--- config.mk ---
export PLATFORM = sky130hd
export DESIGN_NAME = dcache_store_merge
export DESIGN_NICKNAME = d
export VERILOG_FILES = /design/src/rtl/dcache_pkg.sv /design/src/rtl/dcache_store_merge.sv
export SDC_FILE = /design/constraint.sdc
export NUM_CORES = 1
export LEC_CHECK = 0
export ABC_AREA = 1
export BUFFER_PORTS_ARGS = -buffer_cell sky130_fd_sc_hd__buf_4
export CAP_MARGIN = 20
export CORE_AREA = 3 3 112 114
export DETAILED_ROUTE_END_ITERATION = 10
export DIE_AREA = 0 0 115 117
export PLACE_DENSITY = 0.74
export SYNTH_ARGS = -nofsm -noshare
export SYNTH_HDL_FRONTEND = slang
export SYNTH_SLANG_ARGS = --single-unit
--- constraint.sdc ---
create_clock -name vclk -period 1.93
set_input_delay 0.386 -clock vclk [all_inputs]
set_output_delay 0.386 -clock vclk [all_outputs]
set_load 0.01 [all_outputs]
--- src/rtl/dcache_pkg.sv ---
package dcache_pkg;

    // Cache geometry.
    localparam int ADDR_W   = 32;
    localparam int WORD_W   = 32;
    localparam int TAG_W    = 21;
    localparam int INDEX_W  = 7;
    localparam int OFFSET_W = 4;
    localparam int LINES    = 128;
    localparam int LINE_W   = 128; // Data bits of one line.
    localparam int BEATS    = 4;   // Bus words per line.
    localparam int BEAT_W   = 2;

    // RV32 funct3 codes for loads and stores.
    localparam int FUNCT_W = 3;

    localparam logic [FUNCT_W-1:0] OP_LB  = 3'b000;
    localparam logic [FUNCT_W-1:0] OP_LH  = 3'b001;
    localparam logic [FUNCT_W-1:0] OP_LW  = 3'b010;
    localparam logic [FUNCT_W-1:0] OP_LBU = 3'b100;
    localparam logic [FUNCT_W-1:0] OP_LHU = 3'b101;
    localparam logic [FUNCT_W-1:0] OP_SB  = 3'b000;
    localparam logic [FUNCT_W-1:0] OP_SH  = 3'b001;
    localparam logic [FUNCT_W-1:0] OP_SW  = 3'b010;

    // Controller state codes.
    localparam int ST_W = 2;

    localparam logic [ST_W-1:0] ST_IDLE      = 2'd0;
    localparam logic [ST_W-1:0] ST_LOOKUP    = 2'd1;
    localparam logic [ST_W-1:0] ST_WRITEBACK = 2'd2;
    localparam logic [ST_W-1:0] ST_REFILL    = 2'd3;

    // One address word, seen whole or split into its cache fields.
    typedef union packed {
        logic [ADDR_W-1:0] raw;
        struct packed {
            logic [TAG_W-1:0]    tag;
            logic [INDEX_W-1:0]  index;
            logic [OFFSET_W-1:0] offset;
        } f;
    } cache_addr_u;

endpackage

--- src/rtl/dcache_store_merge.sv ---
module dcache_store_merge
    import dcache_pkg::*;
(
    input  logic [LINE_W-1:0]    line_i,
    input  logic [OFFSET_W-1:0]  offset_i,
    input  logic [FUNCT_W-1:0]   funct_i,
    input  logic [WORD_W-1:0]    wdata_i,
    output logic [LINE_W-1:0]    line_o
);

    logic [LINE_W-1:0] mask;
    logic [LINE_W-1:0] data;

    always_comb begin
        case (funct_i)
            OP_SB:   mask = LINE_W'(32'h0000_00ff);
            OP_SH:   mask = LINE_W'(32'h0000_ffff);
            OP_SW:   mask = LINE_W'(32'hffff_ffff);
            default: mask = '0; // Not a store width, line unchanged.
        endcase
    end

    assign data   = LINE_W'(wdata_i) & mask;
    assign line_o = (line_i & ~(mask << {offset_i, 3'b000}))
                  | (data << {offset_i, 3'b000});

endmodule

==> out/metrics.json <==
{
  "outcome": "finished, violations left",
  "violations": "setup timing",
  "dr_total_vias": 6897,
  "io_buffer_count": 295,
  "leak_pwr_uw": 0.00394,
  "power_switching_share_pct": 53.1,
  "yosys-top-cells-count": "sky130_fd_sc_hd__nand2_1 (292), sky130_fd_sc_hd__nand3_1 (210), sky130_fd_sc_hd__nand4_1 (48), sky130_fd_sc_hd__o21ai_0 (48), sky130_fd_sc_hd__inv_1 (34)",
  "postLayoutCoreUtil_pct": 66.5,
  "finalWorstPathRequiredPeriod_ns": 2.16,
  "synth_top_area_cell": "sky130_fd_sc_hd__nand2_1",
  "place_inst": 1226,
  "total_standard_cell_area_after_synthesis_um2": 3620,
  "dieWidth_um": 115,
  "ys.warnings.count": 0,
  "synth.yosys.seq_area_share_pct": 0,
  "setup_viol_count_final": 128,
  "irDropWorstVdd_uv": 141,
  "dp_hpwl_mm": 17.7,
  "start_util_pct": 31.4,
  "setup_ws_pre_cts_ns": -0.380,
  "rsz0062_at_grt": "yes",
  "slowest_stage": "sky130_fd_sc_hd__buf_12",
  "vias_per_cell": 5.59,
  "seqPwrFrac_pct": 0,
  "fin_worst_hold_slack_ns": 1.03,
  "synth.most_common_cell": "sky130_fd_sc_hd__nand2_1",
  "seq_cells": 0,
  "routed_wire_length_per_instance_um": 18.6,
  "initial_antenna_violation_count": 0,
  "slew_violations": 0,
  "cp.arrival_ns": 1.77,
  "maxCapViolCount": 0,
  "crit_path_max_fanout": 5,
  "hp-class": "in2out",
  "n_fill_cell": 1052,
  "drt_drc_violations_left": 0,
  "yosys-top-cells-area": "sky130_fd_sc_hd__nand2_1 (30%), sky130_fd_sc_hd__nand3_1 (29%), sky130_fd_sc_hd__nand4_1 (8.3%), sky130_fd_sc_hd__o21ai_0 (6.6%), sky130_fd_sc_hd__o21ai_1 (3.6%)",
  "internal_power_uw": 935,
  "synth_largest_type_area_fraction_pct": 30.3,
  "timing.fmax_mhz": 463,
  "setup.worst_path.start_class": "input port",
  "top_level_ports": 295,
  "clkbuf_count": 0,
  "row_count": 39,
  "switching_power_uw": 1060,
  "setup.worst_path.end_class": "primary output",
  "synth_cell_types": 28,
  "p_clk_share_pct": 0,
  "drtAntennaViolNets": 0,
  "via_count_of_the_first_global_routing_pass": 6312,
  "fp.dieH_um": 117,
  "synth_area_per_cell_um2": 4.72,
  "totalWireLength_mm": 23.0,
  "globalRoute.totalOverflow": 0,
  "die_area_um2": 13500,
  "critPathRequiredTime_ns": 1.54,
  "timing.final.hold_violations": 0,
  "post_route_cells_drive_above_1_share_pct": 53.5,
  "timing.critical_path.cells": "buf_8 > buf_6 > nand2_8 > nand2_8 > buf_6 > nor2_4 > buf_12 > nand2_4 > nand2_4 > nand2_2 > nand2_2 > nand3_2 > nand2_2 > buf_6",
  "power_density_nw_per_um2": 260,
  "drt_first_pass_iters": 6,
  "worst_slew_margin_rel_pct": 72.6,
  "worst-setup-path-type": "in2out",
  "track_usage_pct": 30.4,
  "area.growth.synth_to_final_pct": 112,
  "cpPeakStageDelay_ns": 0.16,
  "finalWeightedCongestion": 0.970,
  "drt-initial-drc-count": 697,
  "grt_max_degree": 37,
  "worst_slack_ns": -0.229,
  "post-route-period-util_pct": 112,
  "synthCells": 766,
  "nets": 1259,
  "share_comb_of_total_power_pct": 100.0,
  "regArea_um2": 0,
  "worst_slew_pin_slew_ns": 0.411,
  "core-area_um2": 11500,
  "post_layout_nonfiller_instances": 1233,
  "wire_length_of_the_first_global_routing_pass_mm": 32.7,
  "antenna_cells": 0,
  "synth_fp_nets": 933
}
-- cell usage in the layout (no fill, tap or decap) --
cell and count:
sky130_fd_sc_hd__inv_1 33, sky130_fd_sc_hd__nor2_8 1, sky130_fd_sc_hd__nand4_4 3, sky130_fd_sc_hd__o21ai_0 12, sky130_fd_sc_hd__buf_12 11, sky130_fd_sc_hd__nand4_1 48, sky130_fd_sc_hd__nor3_4 1, sky130_fd_sc_hd__nand2_1 200
sky130_fd_sc_hd__o211ai_1 8, sky130_fd_sc_hd__buf_4 317, sky130_fd_sc_hd__a21oi_4 1, sky130_fd_sc_hd__nand2_2 72, sky130_fd_sc_hd__nor2_1 5, sky130_fd_sc_hd__buf_6 47, sky130_fd_sc_hd__nand3_4 21, sky130_fd_sc_hd__o21ai_2 17
sky130_fd_sc_hd__inv_6 1, sky130_fd_sc_hd__nand2_8 4, sky130_fd_sc_hd__and2_2 1, sky130_fd_sc_hd__inv_2 4, sky130_fd_sc_hd__nor2_4 6, sky130_fd_sc_hd__nand3_1 155, sky130_fd_sc_hd__o21ai_1 46, sky130_fd_sc_hd__nand2_4 22
sky130_fd_sc_hd__inv_4 5, sky130_fd_sc_hd__nand3_2 44, sky130_fd_sc_hd__nor2_2 3, sky130_fd_sc_hd__buf_8 2
-- cell families (layout without fill, tap and decap cells) --
group,after synthesis,after routing,share of synthesized area [%]
compound gates,84,84,12.4
buf+inv,97,420,11.8
simple gates,585,586,75.8
-- what timing repair did --
| action | CTS | global route |
|---|---|---|
| pin swaps | 21 | 79 |
| endpoints found under the setup margin | 128 | 128 |
| gates resized for setup | 125 | 193 |
| cloned | 1 | 0 |
| setup buffers | 5 | 1 |
| hold buffers | 0 | 0 |
-- routing by layer --
| layer | wire length (um) | vias to the layer above | track usage [%] |
|---|---|---|---|
| met3 | 2400 | 69 | 4.94 |
| met1 | 8550 | 3136 | 39.8 |
| met2 | 11200 | 413 | 51.2 |
| li1 | - | 3279 | - |
| met4 | 773 | 0 | 9.31 |
| met5 | 0 | - | 0 |
-- worst paths after layout --
path                     end  depth (start not counted)  slack [ns]  startpoint
setup / recovery  line_o[45]                         14       -0.23  funct_i[0]
hold / removal    line_o[32]                          4        1.03  line_i[32]
-- worst max-delay path, delay by kind of cell --
family | cells | cell delay (ns)
buffers and inverters | 5 | 0.62
and+or+nand+nor | 9 | 0.75
-- stage by stage --
stage	setup TNS [ns]	instance area (um2)	power [uW]
final	-18.66	7660	1990
after CTS	-18.67	6950	1760
after detailed placement	-30.54	6440	1650
after global routing	-27.60	7660	2130
after floorplan	0	3620	724
after global placement	-27.52	6440	1640
-- area by class of cell --
cell class                      count  area (um2)  share of cell area, %
Inverter                           43         179                   2.34
Multi-Input combinational cell    670        4140                   54.1
Tap cell                          143         179                   2.34
Timing Repair Buffer              377        3160                   41.3
-- power by group through the flow --
| stage | registers [uW] | clock network (uW) | logic (uW) |
|---|---|---|---|
| after floorplan | 0 | 0 | 724 |
| after global placement | 0 | 0 | 1640 |
| after CTS | 0 | 0 | 1760 |
| after global routing | 0 | 0 | 2130 |
| after detailed placement | 0 | 0 | 1650 |
| final | 0 | 0 | 1990 |
(Power assumes the default switching activity.)
