$ cat src/rtl/dcache_pkg.sv
package dcache_pkg;

    // Cache geometry.
    localparam int ADDR_W   = 32;
    localparam int WORD_W   = 32;
    localparam int TAG_W    = 21;
    localparam int INDEX_W  = 7;
    localparam int OFFSET_W = 4;
    localparam int LINES    = 128;
    localparam int LINE_W   = 128; // Data bits of one line.
    localparam int BEATS    = 4;   // Bus words per line.
    localparam int BEAT_W   = 2;

    // RV32 funct3 codes for loads and stores.
    localparam int FUNCT_W = 3;

    localparam logic [FUNCT_W-1:0] OP_LB  = 3'b000;
    localparam logic [FUNCT_W-1:0] OP_LH  = 3'b001;
    localparam logic [FUNCT_W-1:0] OP_LW  = 3'b010;
    localparam logic [FUNCT_W-1:0] OP_LBU = 3'b100;
    localparam logic [FUNCT_W-1:0] OP_LHU = 3'b101;
    localparam logic [FUNCT_W-1:0] OP_SB  = 3'b000;
    localparam logic [FUNCT_W-1:0] OP_SH  = 3'b001;
    localparam logic [FUNCT_W-1:0] OP_SW  = 3'b010;

    // Controller state codes.
    localparam int ST_W = 2;

    localparam logic [ST_W-1:0] ST_IDLE      = 2'd0;
    localparam logic [ST_W-1:0] ST_LOOKUP    = 2'd1;
    localparam logic [ST_W-1:0] ST_WRITEBACK = 2'd2;
    localparam logic [ST_W-1:0] ST_REFILL    = 2'd3;

    // One address word, seen whole or split into its cache fields.
    typedef union packed {
        logic [ADDR_W-1:0] raw;
        struct packed {
            logic [TAG_W-1:0]    tag;
            logic [INDEX_W-1:0]  index;
            logic [OFFSET_W-1:0] offset;
        } f;
    } cache_addr_u;

endpackage

$ cat src/rtl/dcache_wb_master.sv
module dcache_wb_master
    import dcache_pkg::*;
(
    input  logic                 clk_i,
    input  logic                 rst_i,
    input  logic                 start_i,
    input  logic                 we_i,
    input  cache_addr_u          adr_i,
    input  logic [LINE_W-1:0]    line_i,
    input  logic [WORD_W-1:0]    wb_dat_i,
    input  logic                 wb_ack_i,
    output logic                 done_o,
    output logic [LINE_W-1:0]    line_o,
    output logic                 wb_cyc_o,
    output logic                 wb_stb_o,
    output logic                 wb_we_o,
    output logic [ADDR_W-1:0]    wb_adr_o,
    output logic [WORD_W-1:0]    wb_dat_o
);

    logic              cyc_q;
    logic              stb_q;
    logic              we_q;
    logic              done_q;
    logic [BEAT_W-1:0] cnt_q;
    logic [ADDR_W-1:0] adr_q;
    logic [LINE_W-1:0] shift_q;

    logic beat_ack;
    logic last_ack;

    assign beat_ack = stb_q && wb_ack_i;
    assign last_ack = beat_ack && (cnt_q == BEAT_W'(BEATS - 1));

    always_ff @(posedge clk_i) begin
        if (!rst_i) begin
            cyc_q  <= 1'b0;
            stb_q  <= 1'b0;
            we_q   <= 1'b0;
            done_q <= 1'b0;
            cnt_q  <= '0;
        end else begin
            done_q <= last_ack;
            if (!cyc_q) begin
                if (start_i) begin
                    cyc_q <= 1'b1;
                    stb_q <= 1'b1;
                    we_q  <= we_i;
                    cnt_q <= '0;
                end
            end else if (stb_q) begin
                if (wb_ack_i) begin
                    stb_q <= 1'b0;
                    cnt_q <= cnt_q + 1'b1;
                    if (last_ack) begin
                        cyc_q <= 1'b0;
                        we_q  <= 1'b0;
                    end
                end
            end else begin
                stb_q <= 1'b1; // One idle cycle between beats.
            end
        end
    end

    // Write words leave from the bottom, read words enter at the top.
    always_ff @(posedge clk_i) begin
        if (!cyc_q && start_i) begin
            adr_q   <= {adr_i.f.tag, adr_i.f.index, {OFFSET_W{1'b0}}};
            shift_q <= line_i;
        end else if (beat_ack) begin
            adr_q   <= adr_q + ADDR_W'(4);
            shift_q <= {wb_dat_i, shift_q[LINE_W-1:WORD_W]};
        end
    end

    assign done_o   = done_q;
    assign line_o   = shift_q;
    assign wb_cyc_o = cyc_q;
    assign wb_stb_o = stb_q;
    assign wb_we_o  = we_q;
    assign wb_adr_o = adr_q;
    assign wb_dat_o = shift_q[WORD_W-1:0];

endmodule

$ cat config.mk
export PLATFORM = sky130hd
export DESIGN_NAME = dcache_wb_master
export DESIGN_NICKNAME = d
export VERILOG_FILES = /design/src/rtl/dcache_pkg.sv /design/src/rtl/dcache_wb_master.sv
export SDC_FILE = /design/constraint.sdc
export NUM_CORES = 1
export LEC_CHECK = 0
export CELL_PAD_IN_SITES_DETAIL_PLACEMENT = 0
export CELL_PAD_IN_SITES_GLOBAL_PLACEMENT = 1
export CORE_UTILIZATION = 30
export CTS_BUF_LIST = sky130_fd_sc_hd__clkbuf_16
export DETAILED_ROUTE_END_ITERATION = 12
export DONT_BUFFER_PORTS = 1
export HOLD_SLACK_MARGIN = 0.15
export PLACE_DENSITY = 0.64
export SYNTH_ARGS = -nofsm -noshare
export SYNTH_HDL_FRONTEND = slang
export SYNTH_SLANG_ARGS = --single-unit
$ cat constraint.sdc
create_clock -name clk_i -period 6.75 [get_ports clk_i]
set_input_delay 0.3375 -clock clk_i [delete_from_list [all_inputs] [get_ports clk_i]]
set_output_delay 0.3375 -clock clk_i [all_outputs]
set_load 0.02 [all_outputs]
==> flow_metrics.tcl <==
set metrics [dict create \
    finalHoldViolCount 0 \
    yosys.area.top_type_share_pct 60.65 \
    cts-htree-levels 4 \
    gp_congestion 0.7709 \
    final_area_mm2 0.01020 \
    synth_compound_area_share_pct 3.110 \
    synth_cells 789 \
    p_leak_nw 4.133 \
    route.detailed.drc 0 \
    maxSlewHeadroom_pct 22.02 \
    wl_per_cell_um 17.39 \
    clk_latency_ns 0.42 \
    fmaxAchievable_mhz 321.8 \
    antenna_found_initial 0 \
    worstHoldStart "line_i[68]" \
    synth_fa_ha_area_share_pct 0.3240 \
    fp.dieH_um 162.5 \
    ys_seq_area_share_pct 62.72 \
    synth_area_mm2 0.007724 \
    max_cap_viol_count 0 \
    finalSetupViolations 0 \
    antenna_cells 0 \
    synth_top_family_by_area "simple AND/OR/NAND/NOR gates" \
    grt_pass1_wl_um 32080 \
    cts-root-buf "clkbuf_16" \
    drt-total-wl_um 22090 \
    grt_start_max_net_pins 83 \
    maxSlewViolCount 0 \
    grt_pass1_vias 5814 \
    portBuffers 0 \
    area_growth_pct 32.12 \
    synth_mux_area_share_pct 0 \
    cp-startpoint "wb_cyc_o$_SDFF_PN0_" \
    ir_worst_vdd_mv 0.1336 \
    via_per_inst 4.623 \
    synth.area.top_cells "edfxtp_1 61%, nand2_1 21%, buf_4 3.4%" \
    skew_ns 0.01241 \
    core_mm2 0.02518 \
    instances_no_fill 1270 \
    synth_top_area_cell "edfxtp_1" \
    arrival_ns 3.39 \
    place_inst 1055 \
    start_util_pct 30.67 \
    ys_warn_count 0 \
    grtUsageTotal_pct 15.96 \
    cts_tree "yes" \
    crit_type "flop to flop" \
    synthXorXnorAreaFrac_pct 3.289 \
    powerDensity_mw_per_mm2 271.1 \
    fin_crit_sh_pct 46.03 \
    dpl.hpwl_um 14490 \
    ys_types 39 \
    drive_above_1_share_pct 5.319 \
    die_w_um 162.5 \
    die-area_mm2 0.02639 \
    detail-route-antenna-nets 0 \
    place_area_mm2 0.007792 \
    cts_setup_buffers 0 \
    overflow 0 \
    endpoint_kind "flop" \
    num_vias 5871 \
    status "finished clean" \
    drt_pass1_iterations 4 \
    clkSlewWorstSetupHoldPaths_ns 0.06 \
    rows 58 \
    drtIter0Drc 321 \
    r2r-start "wb_cyc_o$_SDFF_PN0_" \
    post_synth.cell_area_avg_um2 9.789 \
    hold_path_class "input port to flop" \
    setup_tns_ns 0 \
    clockBufferDepth 2 \
    synthSimpleGateAreaFrac_pct 24.98 \
    io_pins 393 \
    ys_ff_latch 164 \
    cts_inserted_buffers 17 \
    rsz0062_at_grt "no" \
    worstPathRequired_ns 7.03 \
    tightest_slew_ns 1.167 \
    period_needed_ns 3.107 \
    start_kind "flop" \
    cp_max_fo 82 \
    cts_sinks 164 \
    nNetsFinal 1128 \
]
metrics by stage:
stage	setup WS [ns]	power [mW]	util (%)	hold slack, ns
floorplan	1.602	1.692	-	0.4592
global placement	3.857	1.738	30.95	0.4632
detailed placement	3.873	1.743	30.95	0.4690
CTS	3.620	2.804	40.48	0.1517
global route	3.432	2.884	40.52	0.1519
finish	3.643	2.766	40.52	0.1700
Yosys cell counts, drive strengths merged:
cell type and number:
nor3 4, nand2b 1, a21boi 2, nand3 14
o31ai 1, a21oi 1, ha 2, dfxtp 8
nor2b 2, buf 50, inv 3, edfxtp 156
xnor2 9, nor2 13, nand2 430, o311a 1
nand4 11, o21ai 30, and2 2, clkbuf 21
a31oi 1, nand3b 1, a21o 1, a32oi 1
and3 2, conb 1, xor2 20, nor4 1
kinds of logic (layout without fill, tap and decap cells):
logic type,Yosys count,in the layout
DFF,164,164
buffers and inverters,74,224
xor gates and xnor gates,29,29
other,1,2
and+or+nand+nor,481,481
adders and majority gates,2,2
AOI/OAI and AO/OA,38,38
sequential cells by signal, summed over array words and instances, names as in the netlist:
| name | cells |
|---|---|
| wb_stb_o | 1 |
| wb_we_o | 1 |
| wb_adr_o | 30 |
| done_o | 1 |
| wb_cyc_o | 1 |
| cnt_q | 2 |
| line_o | 128 |
layer usage:
metal / up-vias / global-route usage, % / routed length, um
met5: - / 0 / 0
met3: 28 / 4.864 / 1654
met4: 0 / 5.875 / 366
met1: 2739 / 18.42 / 9055
li1: 2844 / - / -
met2: 260 / 27.70 / 11010
area by class of cell:
type                    instances  area (um2)
multi-input cells             552        2479
repair buffers                191        1897
inverters                       3       11.26
clock buffers                  17       425.4
fillers                      2428       14980
clock inverters                13       135.1
well taps                     330       412.9
flip-flops and latches        164        4845
path summary, 6_finish.rpt:
check        cells after the start               endpoint  slack (ns)
min                              2   line_o[68]$_DFFE_PP_        0.17
min reg2reg                      2  cnt_q[1]$_SDFFE_PN0P_        0.52
max                              5  line_o[105]$_DFFE_PP_        3.64
max reg2reg                      5  line_o[105]$_DFFE_PP_        3.64
critical path, stage by stage (launching register included):
cell	delay, ns
dfxtp_1	0.72
nand2b_4	0.63
buf_4	0.79
nand2_1	0.14
nand2_1	0.10
dlygate4sd3_1	0.55
report_power, final:
group	switching, mW	internal, mW	leakage, nW
Combinational	0.165	0.140	2.26
Clock	0.412	0.540	0.261
Sequential	0.249	1.26	1.61
Total	0.825	1.94	4.13
cells in the final DEF, fill, tap and decap left out, drive strengths merged, types with 4 or more instances in the layout:
cell         instances
nand2              430
xor2                20
buf                  6
nor3                 4
clkbuf              17
xnor2                9
nor2                13
nand4               11
clkinvlp             5
inv                  7
edfxtp             156
dfxtp                8
dlygate4sd3        185
o21ai               30
nand3               14
timing repair:
item	CTS	global route
gates resized for setup	0	0
hold buffers	184	1
hold endpoints to repair	159	1
Note: power is estimated with default switching activity, not from simulation.
