==> src/rtl/dcache_pkg.sv <==
package dcache_pkg;

    // Cache geometry.
    localparam int ADDR_W   = 32;
    localparam int WORD_W   = 32;
    localparam int TAG_W    = 21;
    localparam int INDEX_W  = 7;
    localparam int OFFSET_W = 4;
    localparam int LINES    = 128;
    localparam int LINE_W   = 128; // Data bits of one line.
    localparam int BEATS    = 4;   // Bus words per line.
    localparam int BEAT_W   = 2;

    // RV32 funct3 codes for loads and stores.
    localparam int FUNCT_W = 3;

    localparam logic [FUNCT_W-1:0] OP_LB  = 3'b000;
    localparam logic [FUNCT_W-1:0] OP_LH  = 3'b001;
    localparam logic [FUNCT_W-1:0] OP_LW  = 3'b010;
    localparam logic [FUNCT_W-1:0] OP_LBU = 3'b100;
    localparam logic [FUNCT_W-1:0] OP_LHU = 3'b101;
    localparam logic [FUNCT_W-1:0] OP_SB  = 3'b000;
    localparam logic [FUNCT_W-1:0] OP_SH  = 3'b001;
    localparam logic [FUNCT_W-1:0] OP_SW  = 3'b010;

    // Controller state codes.
    localparam int ST_W = 2;

    localparam logic [ST_W-1:0] ST_IDLE      = 2'd0;
    localparam logic [ST_W-1:0] ST_LOOKUP    = 2'd1;
    localparam logic [ST_W-1:0] ST_WRITEBACK = 2'd2;
    localparam logic [ST_W-1:0] ST_REFILL    = 2'd3;

    // One address word, seen whole or split into its cache fields.
    typedef union packed {
        logic [ADDR_W-1:0] raw;
        struct packed {
            logic [TAG_W-1:0]    tag;
            logic [INDEX_W-1:0]  index;
            logic [OFFSET_W-1:0] offset;
        } f;
    } cache_addr_u;

endpackage

==> src/rtl/dcache_ctrl.sv <==
module dcache_ctrl
    import dcache_pkg::*;
(
    input  logic                 clk_i,
    input  logic                 rst_i,

    input  logic                 req_i,
    input  logic                 we_i,
    input  cache_addr_u          addr_i,

    input  logic [TAG_W-1:0]     ram_tag_i,
    input  logic                 ram_valid_i,
    input  logic                 ram_dirty_i,
    input  logic [LINE_W-1:0]    ram_line_i,
    input  logic [LINE_W-1:0]    merge_line_i,

    input  logic                 bus_done_i,
    input  logic [LINE_W-1:0]    bus_line_i,

    output logic                 ram_en_o,
    output logic                 ram_we_o,
    output logic [INDEX_W-1:0]   ram_index_o,
    output logic [TAG_W-1:0]     ram_tag_o,
    output logic [LINE_W-1:0]    ram_line_o,
    output logic                 ram_dirty_o,

    output logic                 bus_start_o,
    output logic                 bus_we_o,
    output cache_addr_u          bus_adr_o,
    output logic [LINE_W-1:0]    bus_line_o,

    output logic                 sel_fetched_o,
    output logic                 ack_o
);

    logic [ST_W-1:0] state_q;
    logic [ST_W-1:0] state_d;

    logic        hit;
    cache_addr_u refill_adr;
    cache_addr_u victim_adr;

    assign hit = ram_valid_i && (ram_tag_i == addr_i.f.tag);

    always_comb begin
        refill_adr.f.tag    = addr_i.f.tag;
        refill_adr.f.index  = addr_i.f.index;
        refill_adr.f.offset = '0;

        // The evicted line lives at the stored tag and the same index.
        victim_adr.f.tag    = ram_tag_i;
        victim_adr.f.index  = addr_i.f.index;
        victim_adr.f.offset = '0;
    end

    assign ram_index_o   = addr_i.f.index; // Address is held for the whole request.
    assign ram_tag_o     = addr_i.f.tag;
    assign bus_line_o    = ram_line_i;     // Victim data, sampled by the master on start.
    assign sel_fetched_o = (state_q == ST_REFILL);

    always_comb begin
        state_d     = state_q;
        ram_en_o    = 1'b0;
        ram_we_o    = 1'b0;
        ram_line_o  = merge_line_i;
        ram_dirty_o = 1'b1;
        bus_start_o = 1'b0;
        bus_we_o    = 1'b0;
        bus_adr_o   = refill_adr;
        ack_o       = 1'b0;

        case (state_q)
            ST_IDLE: begin
                if (req_i) begin
                    ram_en_o = 1'b1; // Read tag and data.
                    state_d  = ST_LOOKUP;
                end
            end

            ST_LOOKUP: begin
                if (hit) begin
                    ack_o = 1'b1;
                    if (we_i) begin
                        ram_en_o = 1'b1;
                        ram_we_o = 1'b1;
                    end
                    state_d = ST_IDLE;
                end else if (ram_valid_i && ram_dirty_i) begin
                    bus_start_o = 1'b1;
                    bus_we_o    = 1'b1;
                    bus_adr_o   = victim_adr;
                    state_d     = ST_WRITEBACK;
                end else begin
                    bus_start_o = 1'b1;
                    state_d     = ST_REFILL;
                end
            end

            ST_WRITEBACK: begin
                // The bus cycle has already closed when done arrives.
                if (bus_done_i) begin
                    bus_start_o = 1'b1;
                    state_d     = ST_REFILL;
                end
            end

            ST_REFILL: begin
                if (bus_done_i) begin
                    ram_en_o    = 1'b1;
                    ram_we_o    = 1'b1;
                    ram_line_o  = we_i ? merge_line_i : bus_line_i;
                    ram_dirty_o = we_i;
                    ack_o       = 1'b1;
                    state_d     = ST_IDLE;
                end
            end

            default: state_d = ST_IDLE;
        endcase
    end

    always_ff @(posedge clk_i) begin
        if (!rst_i) begin
            state_q <= ST_IDLE;
        end else begin
            state_q <= state_d;
        end
    end

endmodule

==> config.mk <==
export PLATFORM = sky130hd
export DESIGN_NAME = dcache_ctrl
export DESIGN_NICKNAME = d
export VERILOG_FILES = /design/src/rtl/dcache_pkg.sv /design/src/rtl/dcache_ctrl.sv
export SDC_FILE = /design/constraint.sdc
export NUM_CORES = 1
export LEC_CHECK = 0
export BUFFER_PORTS_ARGS = -buffer_cell sky130_fd_sc_hd__clkbuf_2
export CORE_AREA = 2 2 296 298
export DETAILED_ROUTE_END_ITERATION = 6
export DIE_AREA = 0 0 298 300
export SETUP_SLACK_MARGIN = 0.5
export SLEW_MARGIN = 10
export SYNTH_ARGS = -nofsm -noshare
export SYNTH_HDL_FRONTEND = slang
export SYNTH_SLANG_ARGS = --single-unit
==> constraint.sdc <==
create_clock -name clk_i -period 1.6 [get_ports clk_i]
set_input_delay 0 -clock clk_i [delete_from_list [all_inputs] [get_ports clk_i]]
set_output_delay 0 -clock clk_i [all_outputs]
set_load 0.005 [all_outputs]
==> metrics.csv <==
stage,metric,value,unit
synth,Netlist cell types,28,
clock_network,Root Driver,clkbuf_16,
min_path,Worst Hold Path Cells,0,
placed_design,DP Area,6680,µm²
routing,DR WL met3,7420,µm
synth,Synth Register Bits,2,
synth,cell area after synthesis,3620,µm²
power,Switch Pwr,1.24,mW
routing,DR top layer,met5,
timing,final-report setup violation count,149,
setup_path,R2R setup slack,0.10,ns
cells_and_area,fillcell total,10030,
synth,ranking of synthesized cells by area,"mux2_2, buf_4, mux2_4",
clock_network,clock sink count,2,
timing,worst setup margin,-0.294,ns
routing,WL final,41600,µm
global_routing,Total GRT Usage,8.46,%
clock_network,clk_lat worst skew,0.22,ns
cells_and_area,Final Instance Count excl. Fillers,1934,
power,cell-internal power,1.90,mW
clock_network,CTS Buf Count,3,
synth,sequential area share after synthesis,1.11,%
setup_path,Crit path required time,1.60,ns
power,Logic pwr share,85.1,%
setup_path,Worst R2R End,state_q[0]$_SDFFE_PN0P_,
die,starting density of the core,4.20,%
cells_and_area,most frequent cells in the layout,"clkbuf_2, mux2_4, buf_8, buf_6, buf_4",
min_path,Hold Path Class,input pin to output pin,
cells_and_area,"most common cell after layout, fill and taps aside",clkbuf_2,
timing,clock skew,0.00138,ns
synth,largest area contributor in the netlist,mux2_2,
setup_path,R2R cell count,8,
placed_design,hpwl dp,36700,µm
routing,via-per-instance ratio,2.37,
placed_design,Placed Cells,1898,
cells_and_area,post-layout util,9.72,%
clock_network,CTS max path bufs,2,
setup_path,Crit Path Max Fanout,9,
die,IO Count,767,
run,max cap viols,0,
routing,mean routed wirelength per cell,21.5,µm
cells_and_area,nets@finish,1224,
cells_and_area,Final Instance Area,8380,µm²
die,die area,89400,µm²
outcome,failing checks,setup timing,
timing,Period minus WS final,1.89,ns
timing,RSZ-0062 raised after global routing,true,
routing,met1 WL,15000,µm
placed_design,quantity of I/O buffers inserted on ports,481,
die,die height,300,µm
clock_network,H-tree depth,1,
global_routing,first-pass GRT wire length,48400,µm
clock_network,Hold Buf Count CTS,0,
timing,Final Cycle Share,118,%
timing,max frequency,528,MHz
setup_path,element type at the critical path end,output pin,
die,Rows,108,
routing,First DRT Iteration DRCs,219,
timing,fin. max-slew vios,0,
routing,WL met2,17700,µm
routing,via count,4581,
setup_path,WP data arrival,1.89,ns
synth,Cells after Synth,399,
synth,Synth top area share,40.8,%
routing,DRT antenna net count,0,
power,Flop pwr share,3.1,%
min_path,hold path startpoint,ram_line_i[48],
cells_and_area,Layout area overhead,132,%
routing,Remaining DRCs,0,
cells_and_area,share of cells above drive strength 1,94.2,%
power,Clk pwr share,11.7,%
global_routing,vias in the first global route,4703,
timing,Hold Fails Final Rpt,0,
die,Die X,298,µm
power,total power draw,3.14,mW
placed_design,global placer's final weighted congestion,0.826,
routing,1st-pass router iterations,4,
outcome,status,finished with violations,
power,Worst VDD drop,0.000393,V
synth,syn avg cell area,9.07,µm²
power,Power per Cell Area,375,nW/µm²
synth,Synthesis Warnings,0,
die,core area,86200,µm²
setup_path,Worst setup SP type,flip-flop,
setup_path,worst flop-to-flop path startpoint,state_q[0]$_SDFFE_PN0P_,
global_routing,largest net degree at the start of global routing,13,
setup_path,Crit Path Category,flip-flop to output pin,
min_path,Hold Path Sink,bus_line_o[48],
clock_network,CTS tree,done,
power,Lkg Pwr,4.25,nW
power,switching share of power,39.5,%
clock_network,clk slew on worst S/H paths,0.03,ns
global_routing,initial antenna violation count,11,
global_routing,GR Overflow Total,0,
-- area by class of cell --
| cell class | count | area [µm²] | share of cell area (%) |
|---|---|---|---|
| Timing Repair Buffer | 551 | 4020 | 48.0 |
| Tap cell | 1155 | 1450 | 17.2 |
| Sequential cell | 2 | 47.5 | 0.567 |
| Multi-Input combinational cell | 212 | 2760 | 32.9 |
| Clock buffer | 3 | 75.1 | 0.896 |
| Antenna cell | 7 | 17.5 | 0.209 |
| Inverter | 4 | 20.0 | 0.239 |
-- synth_stat cells --
master       n
a21oi_1      2
a21oi_2      1
a22o_1       1
a22oi_1      1
a32o_1       1
and2_1       1
and2_2       1
buf_2       13
buf_4      167
buf_6        2
clkbuf_1     2
conb_1       1
dfxtp_1      2
ha_1         6
inv_1        4
mux2_2     131
mux2_4      19
nand2_1      4
nand3_1      2
nand3b_1     1
nand4_1      7
nor2_1       4
nor4_2       1
o21ai_0      1
o22ai_1      1
o2bb2ai_1    1
o32ai_1      1
xnor2_1     21
-- worst max-delay path by stage --
stage	slack (ns)	depth (start not counted)	start	to
3_5_place_dp	-0.26	6	flip-flop	ram_line_o[13]
4_1_cts	-0.33	7	flip-flop	ram_line_o[7]
2_1_floorplan	0.25	5	state_q[0]$_SDFFE_PN0P_	ram_line_o[100]
5_1_grt	-0.35	7	flip-flop	ram_line_o[7]
3_3_place_gp	-0.29	10	ram_tag_i[13]	bus_adr_o[24]
6_report	-0.29	7	state_q[0]$_SDFFE_PN0P_	ram_line_o[27]
-- repair_timing --
item | in CTS | in global routing
buffers inserted | 17 | 0
endpoints found under the setup margin | 157 | 157
gates resized for setup | 203 | 134
endpoints found under the hold margin | 0 | 0
pin swaps | 2 | 5
gates cloned | 5 | 4
-- metrics by stage --
step           hold WS [ns]  worst slack (ns)  setup TNS, ns
6_report         0.00000202            -0.294         -34.21
5_1_grt          0.00000795            -0.353         -44.62
4_1_cts           0.0000346            -0.326         -38.89
3_5_place_dp      0.0000346            -0.265         -13.73
3_3_place_gp      0.0000346            -0.292         -15.46
2_1_floorplan        0.0808             0.248              0
-- power by group through the flow --
| stage | clock network [mW] | logic [mW] | registers [mW] |
|---|---|---|---|
| after floorplan | 0 | 1.12 | 0.122 |
| after global placement | 0 | 2.18 | 0.0960 |
| after detailed placement | 0 | 2.19 | 0.0967 |
| after CTS | 0.374 | 2.55 | 0.0961 |
| after global routing | 0.381 | 2.93 | 0.102 |
| final | 0.369 | 2.67 | 0.0978 |
-- worst max-delay path: stages, from the launching register on --
cell and delay, ns:
dfxtp_4 0.34, ha_4 0.15, nand3b_1 0.12, buf_12 0.16
buf_16 0.17, buf_12 0.17, mux2_4 0.36, clkbuf_2 0.14
-- logic make-up (layout without fill, tap and decap cells) --
family	Yosys count	count (layout)	share of synthesized area [%]
buf+inv	188	558	37.7
other cells	1	11	0.104
fa+ha+maj	6	6	2.07
flops	2	2	1.11
compound gates	10	10	2.04
xor+xnor	21	21	5.08
simple gates	21	21	3.25
mux	150	150	48.7
-- metal layers --
metal / vias to the layer above / track usage, %
met5: - / 0
met3: 53 / 6.72
met4: 4 / 2.19
met1: 2025 / 8.88
li1: 1964 / -
met2: 535 / 13.1
(Power assumes the default switching activity.)
