File: src/rtl/dcache_pkg.sv
package dcache_pkg;

    // Cache geometry.
    localparam int ADDR_W   = 32;
    localparam int WORD_W   = 32;
    localparam int TAG_W    = 21;
    localparam int INDEX_W  = 7;
    localparam int OFFSET_W = 4;
    localparam int LINES    = 128;
    localparam int LINE_W   = 128; // Data bits of one line.
    localparam int BEATS    = 4;   // Bus words per line.
    localparam int BEAT_W   = 2;

    // RV32 funct3 codes for loads and stores.
    localparam int FUNCT_W = 3;

    localparam logic [FUNCT_W-1:0] OP_LB  = 3'b000;
    localparam logic [FUNCT_W-1:0] OP_LH  = 3'b001;
    localparam logic [FUNCT_W-1:0] OP_LW  = 3'b010;
    localparam logic [FUNCT_W-1:0] OP_LBU = 3'b100;
    localparam logic [FUNCT_W-1:0] OP_LHU = 3'b101;
    localparam logic [FUNCT_W-1:0] OP_SB  = 3'b000;
    localparam logic [FUNCT_W-1:0] OP_SH  = 3'b001;
    localparam logic [FUNCT_W-1:0] OP_SW  = 3'b010;

    // Controller state codes.
    localparam int ST_W = 2;

    localparam logic [ST_W-1:0] ST_IDLE      = 2'd0;
    localparam logic [ST_W-1:0] ST_LOOKUP    = 2'd1;
    localparam logic [ST_W-1:0] ST_WRITEBACK = 2'd2;
    localparam logic [ST_W-1:0] ST_REFILL    = 2'd3;

    // One address word, seen whole or split into its cache fields.
    typedef union packed {
        logic [ADDR_W-1:0] raw;
        struct packed {
            logic [TAG_W-1:0]    tag;
            logic [INDEX_W-1:0]  index;
            logic [OFFSET_W-1:0] offset;
        } f;
    } cache_addr_u;

endpackage

File: src/rtl/dcache_load_align.sv
module dcache_load_align
    import dcache_pkg::*;
(
    input  logic [LINE_W-1:0]    line_i,
    input  logic [OFFSET_W-1:0]  offset_i,
    input  logic [FUNCT_W-1:0]   funct_i,
    output logic [WORD_W-1:0]    rdata_o
);

    logic [LINE_W-1:0] shifted;
    logic [WORD_W-1:0] word;

    // Bring the addressed byte down to bit 0.
    assign shifted = line_i >> {offset_i, 3'b000};
    assign word    = shifted[WORD_W-1:0];

    always_comb begin
        case (funct_i)
            OP_LB:   rdata_o = {{24{word[7]}}, word[7:0]};
            OP_LH:   rdata_o = {{16{word[15]}}, word[15:0]};
            OP_LBU:  rdata_o = {24'd0, word[7:0]};
            OP_LHU:  rdata_o = {16'd0, word[15:0]};
            default: rdata_o = word; // LW.
        endcase
    end

endmodule

File: config.mk
export PLATFORM = sky130hd
export DESIGN_NAME = dcache_load_align
export DESIGN_NICKNAME = d
export VERILOG_FILES = /design/src/rtl/dcache_pkg.sv /design/src/rtl/dcache_load_align.sv
export SDC_FILE = /design/constraint.sdc
export NUM_CORES = 1
export LEC_CHECK = 0
export BUFFER_PORTS_ARGS = -buffer_cell sky130_fd_sc_hd__buf_2
export CORE_MARGIN = 2
export CORE_UTILIZATION = 51
export DETAILED_ROUTE_END_ITERATION = 7
export PLACE_DENSITY = 0.89
export SLEW_MARGIN = 5
export SYNTH_ARGS = -nofsm -noshare
export SYNTH_HDL_FRONTEND = slang
export SYNTH_SLANG_ARGS = --single-unit
File: constraint.sdc
create_clock -name vclk -period 2.4
set_clock_uncertainty 0.1 [all_clocks]
set_input_delay 0.36 -clock vclk [all_inputs]
set_output_delay 0.36 -clock vclk [all_outputs]
set_load 0.03 [all_outputs]
==> results of run 1 <==
## power by group through the flow
stage / sequential [mW] / clock [mW] / combinational (mW)
after floorplan: 0 / 0 / 0.829
after global placement: 0 / 0 / 1.22
after detailed placement: 0 / 0 / 1.25
after CTS: 0 / 0 / 1.33
after global routing: 0 / 0 / 1.50
final: 0 / 0 / 1.44
## placed cells by master, fill, tap and decap left out, types with 2 or more instances in the layout
master / instances
buf_2: 142
mux2i_1: 91
mux4_2: 58
buf_4: 54
a211oi_1: 31
buf_6: 25
nand2_1: 22
o21ai_0: 18
nor2b_1: 16
buf_12: 12
a21oi_1: 9
o21ai_2: 7
o221ai_2: 7
mux2_2: 7
nor2_1: 6
mux2i_2: 5
o221ai_1: 5
o21ai_4: 5
a311oi_1: 4
nand2b_1: 4
o21ai_1: 4
o2bb2ai_1: 4
o22ai_1: 4
o31ai_1: 4
mux2i_4: 4
nand3_1: 3
nand2_2: 3
buf_8: 3
inv_1: 2
nor3_1: 2
o31ai_2: 2
a22oi_1: 2
a221o_1: 2
clkbuf_16: 2
## worst paths after layout
| check | from | to | slack, ps | cells past startpoint |
|---|---|---|---|---|
| worst max-delay path | offset_i[2] | rdata_o[27] | -120 | 8 |
| worst min-delay path | funct_i[1] | rdata_o[22] | 1090 | 4 |
## cells in the mapped netlist, types with 2 or more instances
cell	n	area, sq um
inv_1	2	7.51
o221ai_1	12	105
buf_4	20	150
o2bb2ai_1	4	35.0
nor2_1	6	22.5
a221o_1	2	20.0
buf_6	5	56.3
nand2_2	3	18.8
o21ai_0	26	130
nand2b_1	4	25.0
a22oi_1	2	15.0
mux4_2	58	1310
nand2_1	22	82.6
nor2b_1	16	100
o21ai_2	7	61.3
mux2i_1	100	1000
a211oi_1	31	233
buf_2	12	60.1
nor3_1	2	10.0
mux2_2	7	78.8
clkbuf_1	12	45.0
o31ai_1	6	45.0
a311oi_1	4	35.0
o22ai_1	4	25.0
a21oi_1	10	50.1
nand3_1	3	15.0
## cells by family (layout without fill, tap and decap cells)
logic type / after synthesis / after routing / synth area share (%)
AND/OR/NAND/NOR: 59 / 59 / 7.83
multiplexers: 165 / 165 / 62.2
AO/OA/AOI/OAI: 114 / 114 / 21.1
buffers and inverters: 54 / 242 / 8.90
## routing by layer
metal / share of wire [%] / routed length (um)
met5: 0 / 0
met4: 5.5 / 850
met3: 11 / 1680
met2: 50 / 7730
met1: 34 / 5220
## critical path, delay by kind of cell
| kind | cells | cell delay, ps |
|---|---|---|
| muxes | 2 | 640 |
| AOI/OAI and AO/OA | 2 | 470 |
| buffers and inverters | 3 | 440 |
| and+or+nand+nor | 1 | 150 |
## cell type report
class,instances,area (sq um),area share [%]
tap,99,124,2.22
timing repair buffer,239,1760,31.6
multi-input combinational,338,3680,66.0
inverter,3,11.3,0.202
## timing repair
| action | 4_1_cts | 5_1_grt |
|---|---|---|
| resized for setup | 47 | 35 |
| setup buffers | 0 | 5 |
| pin swaps | 2 | 2 |
| setup endpoints to repair | 27 | 29 |
| gates cloned | 1 | 2 |
==> run metrics, run 1 <==
status=finished with violations; failing checks=negative setup slack; hold crit path type=input port to output pin; Avg Cell Area, Syn=9.79 sq um; met3 Usage GRT=3.76%; max-slew violation count=0; vias per cell=6.98; number of sequential cells=0; sequential power share=0%; Final TNS setup=-1660 ps; largest net degree at the start of global routing=33; crit path max-delay cell type=mux4_2; first-pass GRT wire length=23200 um; DP HPWL=10900 um; setup violators final=16; io pins=167; endpoints failing hold=0; # hold bufs at CTS=0; Post-Syn Area=0.00384 sq mm; Antenna Nets Post-Route=0; DP Area=a little over 0.005 sq mm; CLK BUF=0; clock power share=0%; final core utilization=76.9%; sw frac=51.4%; PwrDens=258 mW/mm^2; Finished Layout Cells=679; critical-path cell list=buf_12 > mux2i_2 > mux4_2 > nor2b_4 > o31a_4 > buf_8 > o21ai_4 > buf_6; unrepaired setup endpoints after global routing=yes; Worst-Margin Slew=639 ps; area grow syn2layout=45.3%; pre-CTS setup slack=-234 ps; max-cap viol count=0; placed cells=671; crit-path max FO=8; number of DRC markers in iteration 0=492; drt total wl=~15000 um; vias in the first global route=4610; Yosys warnings=0; Final Critical Period=2520 ps; fin crit share=105%; Most Used Layer, Global Route=met2; Die X=90.7 um; Internal Power=0.697 mW; part of the power in combinational logic=100.0%; Final Power=1.44 mW; Final WS setup=-122 ps; Crit. End Element=output pin; Net Sw Power=0.738 mW; post-synthesis cell count=slightly below 400; Hold WS=1090 ps; Residual DRC=0; Total Nets Final=717; Seq/Total Area, Yosys=0%; PortBufs=approximately 170; Initial Util=52.9%; Die Ht=90.7 um; Net Count, Synth=527; critical path's largest stage delay=~480 ps; CP Data Arrival Time=about 2000 ps; met1 usage=a little over two fifths; Placer Congestion=0.979; fmax=0.397 GHz; Vias=approximately 4.7k; initial antenna violation count=0; cell row count=31; P_leak=2.48 nW; GRT Residual Overflow=0; Core Area=approximately 0.0073 sq mm; share of cells above drive strength 1=59.0%; Crit path required time=1940 ps; Overall Global Routing Usage=34.2%; DR WL/cell=22.8 um; Reg area=0 sq um; critical path launch point type=input port; VDD IR max=about 150 uV; ant diodes=0; met2 GRT Util=61.6%; Unique masters post-synth=38; Layout fillers=approximately 430; DIE AREA=0.00823 sq mm; slew margin rel.=57.1%; Setup Crit Path Kind=input port to output pin; Final Cell Area=around 0.0056 sq mm; Pre-antenna DRT Iters=5
(Power assumes the default switching activity.)
==> run 2: changes to the inputs <==
--- a/config.mk
+++ b/config.mk
@@ -7,9 +7,9 @@
 export LEC_CHECK = 0
 export BUFFER_PORTS_ARGS = -buffer_cell sky130_fd_sc_hd__buf_2
 export CORE_MARGIN = 2
-export CORE_UTILIZATION = 51
+export CORE_UTILIZATION = 30
 export DETAILED_ROUTE_END_ITERATION = 7
-export PLACE_DENSITY = 0.89
+export PLACE_DENSITY = 0.59
 export SLEW_MARGIN = 5
 export SYNTH_ARGS = -nofsm -noshare
 export SYNTH_HDL_FRONTEND = slang
==> run metrics, run 2 (same netlist as run 1, synthesis figures left out) <==
slew margin rel.=around two thirds; Die X=approximately 120 um; Pre-antenna DRT Iters=5; cell mode on critical path=buf_12; most frequent cells in the layout=buf_2 (137), mux2i_1 (95), mux4_2 (58), buf_4 (58), a211oi_1 (31); Setup Crit Path Kind=input port to output pin; Reg area=0 sq um; VDD IR max=approximately 130 uV; largest net degree at the start of global routing=37; io pins=167; Final Critical Period=approximately 2500 ps; PortBufs=~170; hold path depth=5; Crit path required time=just under 2000 ps; DR WL/cell=19.5 um; Final WS setup=-60.8 ps; pre-CTS setup slack=-199 ps; most common cell after layout, fill and taps aside=buf_2; Initial Util=a little under a third; critical path's largest stage delay=470 ps; Core Area=approximately 0.013 sq mm; Placer Congestion=slightly below 0.9; crit-path max FO=7; PwrDens=250 mW/mm^2; vias in the first global route=around 4.4k; final core utilization=46.0%; failing checks=negative setup slack; Worst-Margin Slew=495 ps; first-pass GRT wire length=22300 um; number of DRC markers in iteration 0=around 300; Crit. End Element=output pin; CP Data Arrival Time=2000 ps; initial antenna violation count=0; DIE AREA=0.0137 sq mm; number of sequential cells=0; vias per cell=slightly below 6; multi-input logic area=0.00369 sq mm; setup violators final=15; max-slew violation count=0; area grow syn2layout=50.8%; drt total wl=14700 um; hold crit path type=input port to output pin; ant diodes=0; status=finished with violations; critical path launch point type=input port; Residual DRC=0; critical-path cell list=buf_12 > mux2i_1 > mux4_2 > nor2b_4 > o31a_4 > buf_12 > o21ai_2 > buf_6; Vias=about 4.4k; share of cells above drive strength 1=58.7%; CLK BUF=0; cell row count=a little over 40; unrepaired setup endpoints after global routing=yes; P_leak=2.55 nW; max-cap viol count=0; fmax=0.406 GHz; fin crit share=103%; Antenna Nets Post-Route=0; endpoints failing hold=0; DP HPWL=11400 um; Layout fillers=between 1k and 1.5k; GRT Residual Overflow=0; Die Ht=117 um; crit path max-delay cell type=mux4_2; Overall Global Routing Usage=20.4%; Total Nets Final=721; # hold bufs at CTS=0
-- run 2: repair_timing --
item / in CTS / in global routing
gates resized for setup: 53 / 34
cloned: 3 / 1
endpoints found under the setup margin: 29 / 32
setup buffers: 5 / 1
pin swaps: 2 / 2
-- run 2: path summary, 6_finish.rpt --
kind / startpoint / endpoint / slack, ps
setup / recovery: offset_i[2] / rdata_o[24] / -60
hold / removal: line_i[108] / rdata_o[28] / 1180
-- run 2: cell type report --
cell class	count	share of cell area, %
multi-input combinational	338	63.7
inverter	3	0.238
timing repair buffer	243	32.3
tap	172	3.72
-- run 2: layer usage --
layer	share of wire (%)	track usage (%)
met5	0	0
met2	51	37.6
met1	42	26.8
met4	0.94	3.53
met3	6.4	0.824
-- run 2: through the flow --
step | instances | setup TNS, ps | area (sq um) | power (mW) | hold slack, ps
2_1_floorplan | 392 | -685 | 3940 | 0.829 | 905
3_3_place_gp | 746 | -2390 | 5340 | 1.26 | 1180
3_5_place_dp | 746 | -3150 | 5340 | 1.28 | 1170
4_1_cts | 754 | -897 | 5630 | 1.39 | 1180
5_1_grt | 756 | -1780 | 5790 | 1.54 | 1220
6_report | 756 | -641 | 5790 | 1.45 | 1180
-- run 2: power breakdown --
group | internal, mW | switching (mW)
sequential | 0 | 0
combinational | 0.728 | 0.720
clock | 0 | 0
total | 0.728 | 0.720
-- run 2: critical path: cells and delay by family --
kind | cells | cell delay (ps)
compound gates | 2 | 460
buf+inv | 3 | 430
mux | 2 | 590
simple gates | 1 | 150
==> run 3: changes to the inputs <==
--- a/config.mk
+++ b/config.mk
@@ -5,6 +5,7 @@
 export SDC_FILE = /design/constraint.sdc
 export NUM_CORES = 1
 export LEC_CHECK = 0
+export ABC_AREA = 1
 export BUFFER_PORTS_ARGS = -buffer_cell sky130_fd_sc_hd__buf_2
 export CORE_MARGIN = 2
 export CORE_UTILIZATION = 30
==> run metrics, run 3 <==
status=completed; Die Ht=118 um; P_leak=slightly below 3 nW; Antenna Nets Post-Route=0; Worst-Margin Slew=332 ps; number of sequential cells=0; Crit. End Element=output pin; area grow syn2layout=26.5%; Area contributors post-synth=nand2_1 (42%), nand3_1 (29%), nor2_1 (5.6%); fin crit share=94.3%; CP Data Arrival Time=about 1800 ps; Vias=6303; Net Sw Power=approximately 0.73 mW; number of DRC markers in iteration 0=between 600 and 700; cell family with most CP delay=buffers and inverters; final core utilization=between 30% and 40%; Avg Cell Area, Syn=4.38 sq um; Residual DRC=0; Die X=118 um; Crit path required time=1940 ps; unrepaired setup endpoints after global routing=no; postcts setup bufs=0; Final Critical Period=2260 ps; clock power share=0%; Yosys top cell by area=nand2_1; Setup Crit Path Kind=input port to output pin; ant diodes=0; largest net degree at the start of global routing=57; Net Count, Synth=1029; most common cell after layout, fill and taps aside=nand2_1; Overall Global Routing Usage=23.5%; drt total wl=roughly 17000 um; setup violators final=0; first-pass GRT wire length=27600 um; sequential power share=0%; max-cap viol count=0; Seq/Total Area, Yosys=0%; initial antenna violation count=1; Placer Congestion=between 0.9 and 1; Yosys warnings=0; PwrDens=228 mW/mm^2; Pre-antenna DRT Iters=5; Final Cell Area=0.00495 sq mm; DR WL/cell=14.3 um; Hold WS=1190 ps; Initial Util=30.9%; CLK BUF=0; Layout fillers=roughly 1.5k; vias per cell=5.27; Post-Syn Area=0.00391 sq mm; Synth top area share=41.5%; vias in the first global route=~5.8k; max-slew violation count=0; CP bufs+invs=4; endpoints failing hold=0; share of cells above drive strength 1=20.6%; Total Nets Final=1162; Post-synth top cells=nand2_1 (433), nand3_1 (227), nor2_1 (58); sw frac=64.8%; most frequent cells in the layout=nand2_1 (433), nand3_1 (227), buf_2 (166); VDD IR max=119 uV; hold crit path type=input port to output pin; crit-path max FO=23; Core Area=0.0127 sq mm; Internal Power=a little under 0.4 mW; DP HPWL=13300 um; most common cell in the netlist=nand2_1; Final TNS setup=0 ps; io pins=about 170; Reg area=0 sq um; Unique masters post-synth=23; critical path launch point type=input port; DP Area=0.00493 sq mm; part of the power in combinational logic=100.0%; critical-path cell list=buf_2 > nand2_1 > clkinv_1 > buf_12 > a21oi_1 > nand3_1 > nand3_1 > nand2_1 > buf_2; slew margin rel.=77.7%; # hold bufs at CTS=0; crit path max-delay cell type=nand2_1; cell row count=41; PortBufs=167; fmax=0.442 GHz; GRT Residual Overflow=0; post-synthesis cell count=894; DIE AREA=0.0140 sq mm; critical path's largest stage delay=240 ps
[run 3: cell count changes in the layout (fill, tap and decap cells not counted), moves of 33 or more]
cell     delta
buf_4      -37
mux2i_1    -95
a21oi_1    +33
nor2_1     +52
nand2_1   +412
nand3_1   +224
mux4_2     -58
[run 3: worst paths after layout]
kind / startpoint / endpoint / slack (ps) / cells after the start
min: funct_i[2] / rdata_o[15] / 1190 / 5
max: offset_i[1] / rdata_o[14] / 140 / 9
[run 3: logic make-up after synthesis]
kind of cell	count (synthesis)	share of synthesized area [%]
AO/OA/AOI/OAI	63	8.31
buffers and inverters	102	13.4
AND/OR/NAND/NOR	729	78.3
[run 3: through the flow]
step	power [mW]	setup slack, ps	cells
2_1_floorplan	0.739	376	894
3_3_place_gp	1.11	-41.5	1198
3_5_place_dp	1.11	-42.9	1198
4_1_cts	1.12	22.6	1197
5_1_grt	1.25	9.68	1197
6_report	1.13	138	1197
[run 3: what timing repair did]
item,CTS,global route
setup endpoints to repair,1,29
gates resized for setup,0,8
gates cloned,0,0
[run 3: cell type report]
| type | instances | area, sq um | share of cell area (%) |
|---|---|---|---|
| inverters | 34 | 143 | 2.88 |
| repair buffers | 199 | 1200 | 24.3 |
| multi-input cells | 792 | 3390 | 68.5 |
| well taps | 172 | 215 | 4.35 |
[run 3: power groups by stage]
stage	Combinational (mW)	Clock, mW	Sequential [mW]
finish	1.13	0	0
global route	1.25	0	0
global placement	1.11	0	0
CTS	1.12	0	0
floorplan	0.739	0	0
detailed placement	1.11	0	0
[run 3: worst min-delay path, delay by kind of cell]
kind	cells	cell delay, ps
AND/OR/NAND/NOR	2	150
AO/OA/AOI/OAI	1	110
buffers and inverters	2	300
[run 3: metal layers]
metal / routed length (um) / share of wire [%] / vias to the layer above / track usage (%)
met2: 8190 / 48 / 298 / 42.3
met4: 651 / 3.8 / 2 / 8.36
li1: - / - / 3162 / -
met1: 6920 / 41 / 2797 / 28.6
met3: 1310 / 7.7 / 44 / 2.56
met5: 13 / 0.076 / - / 0
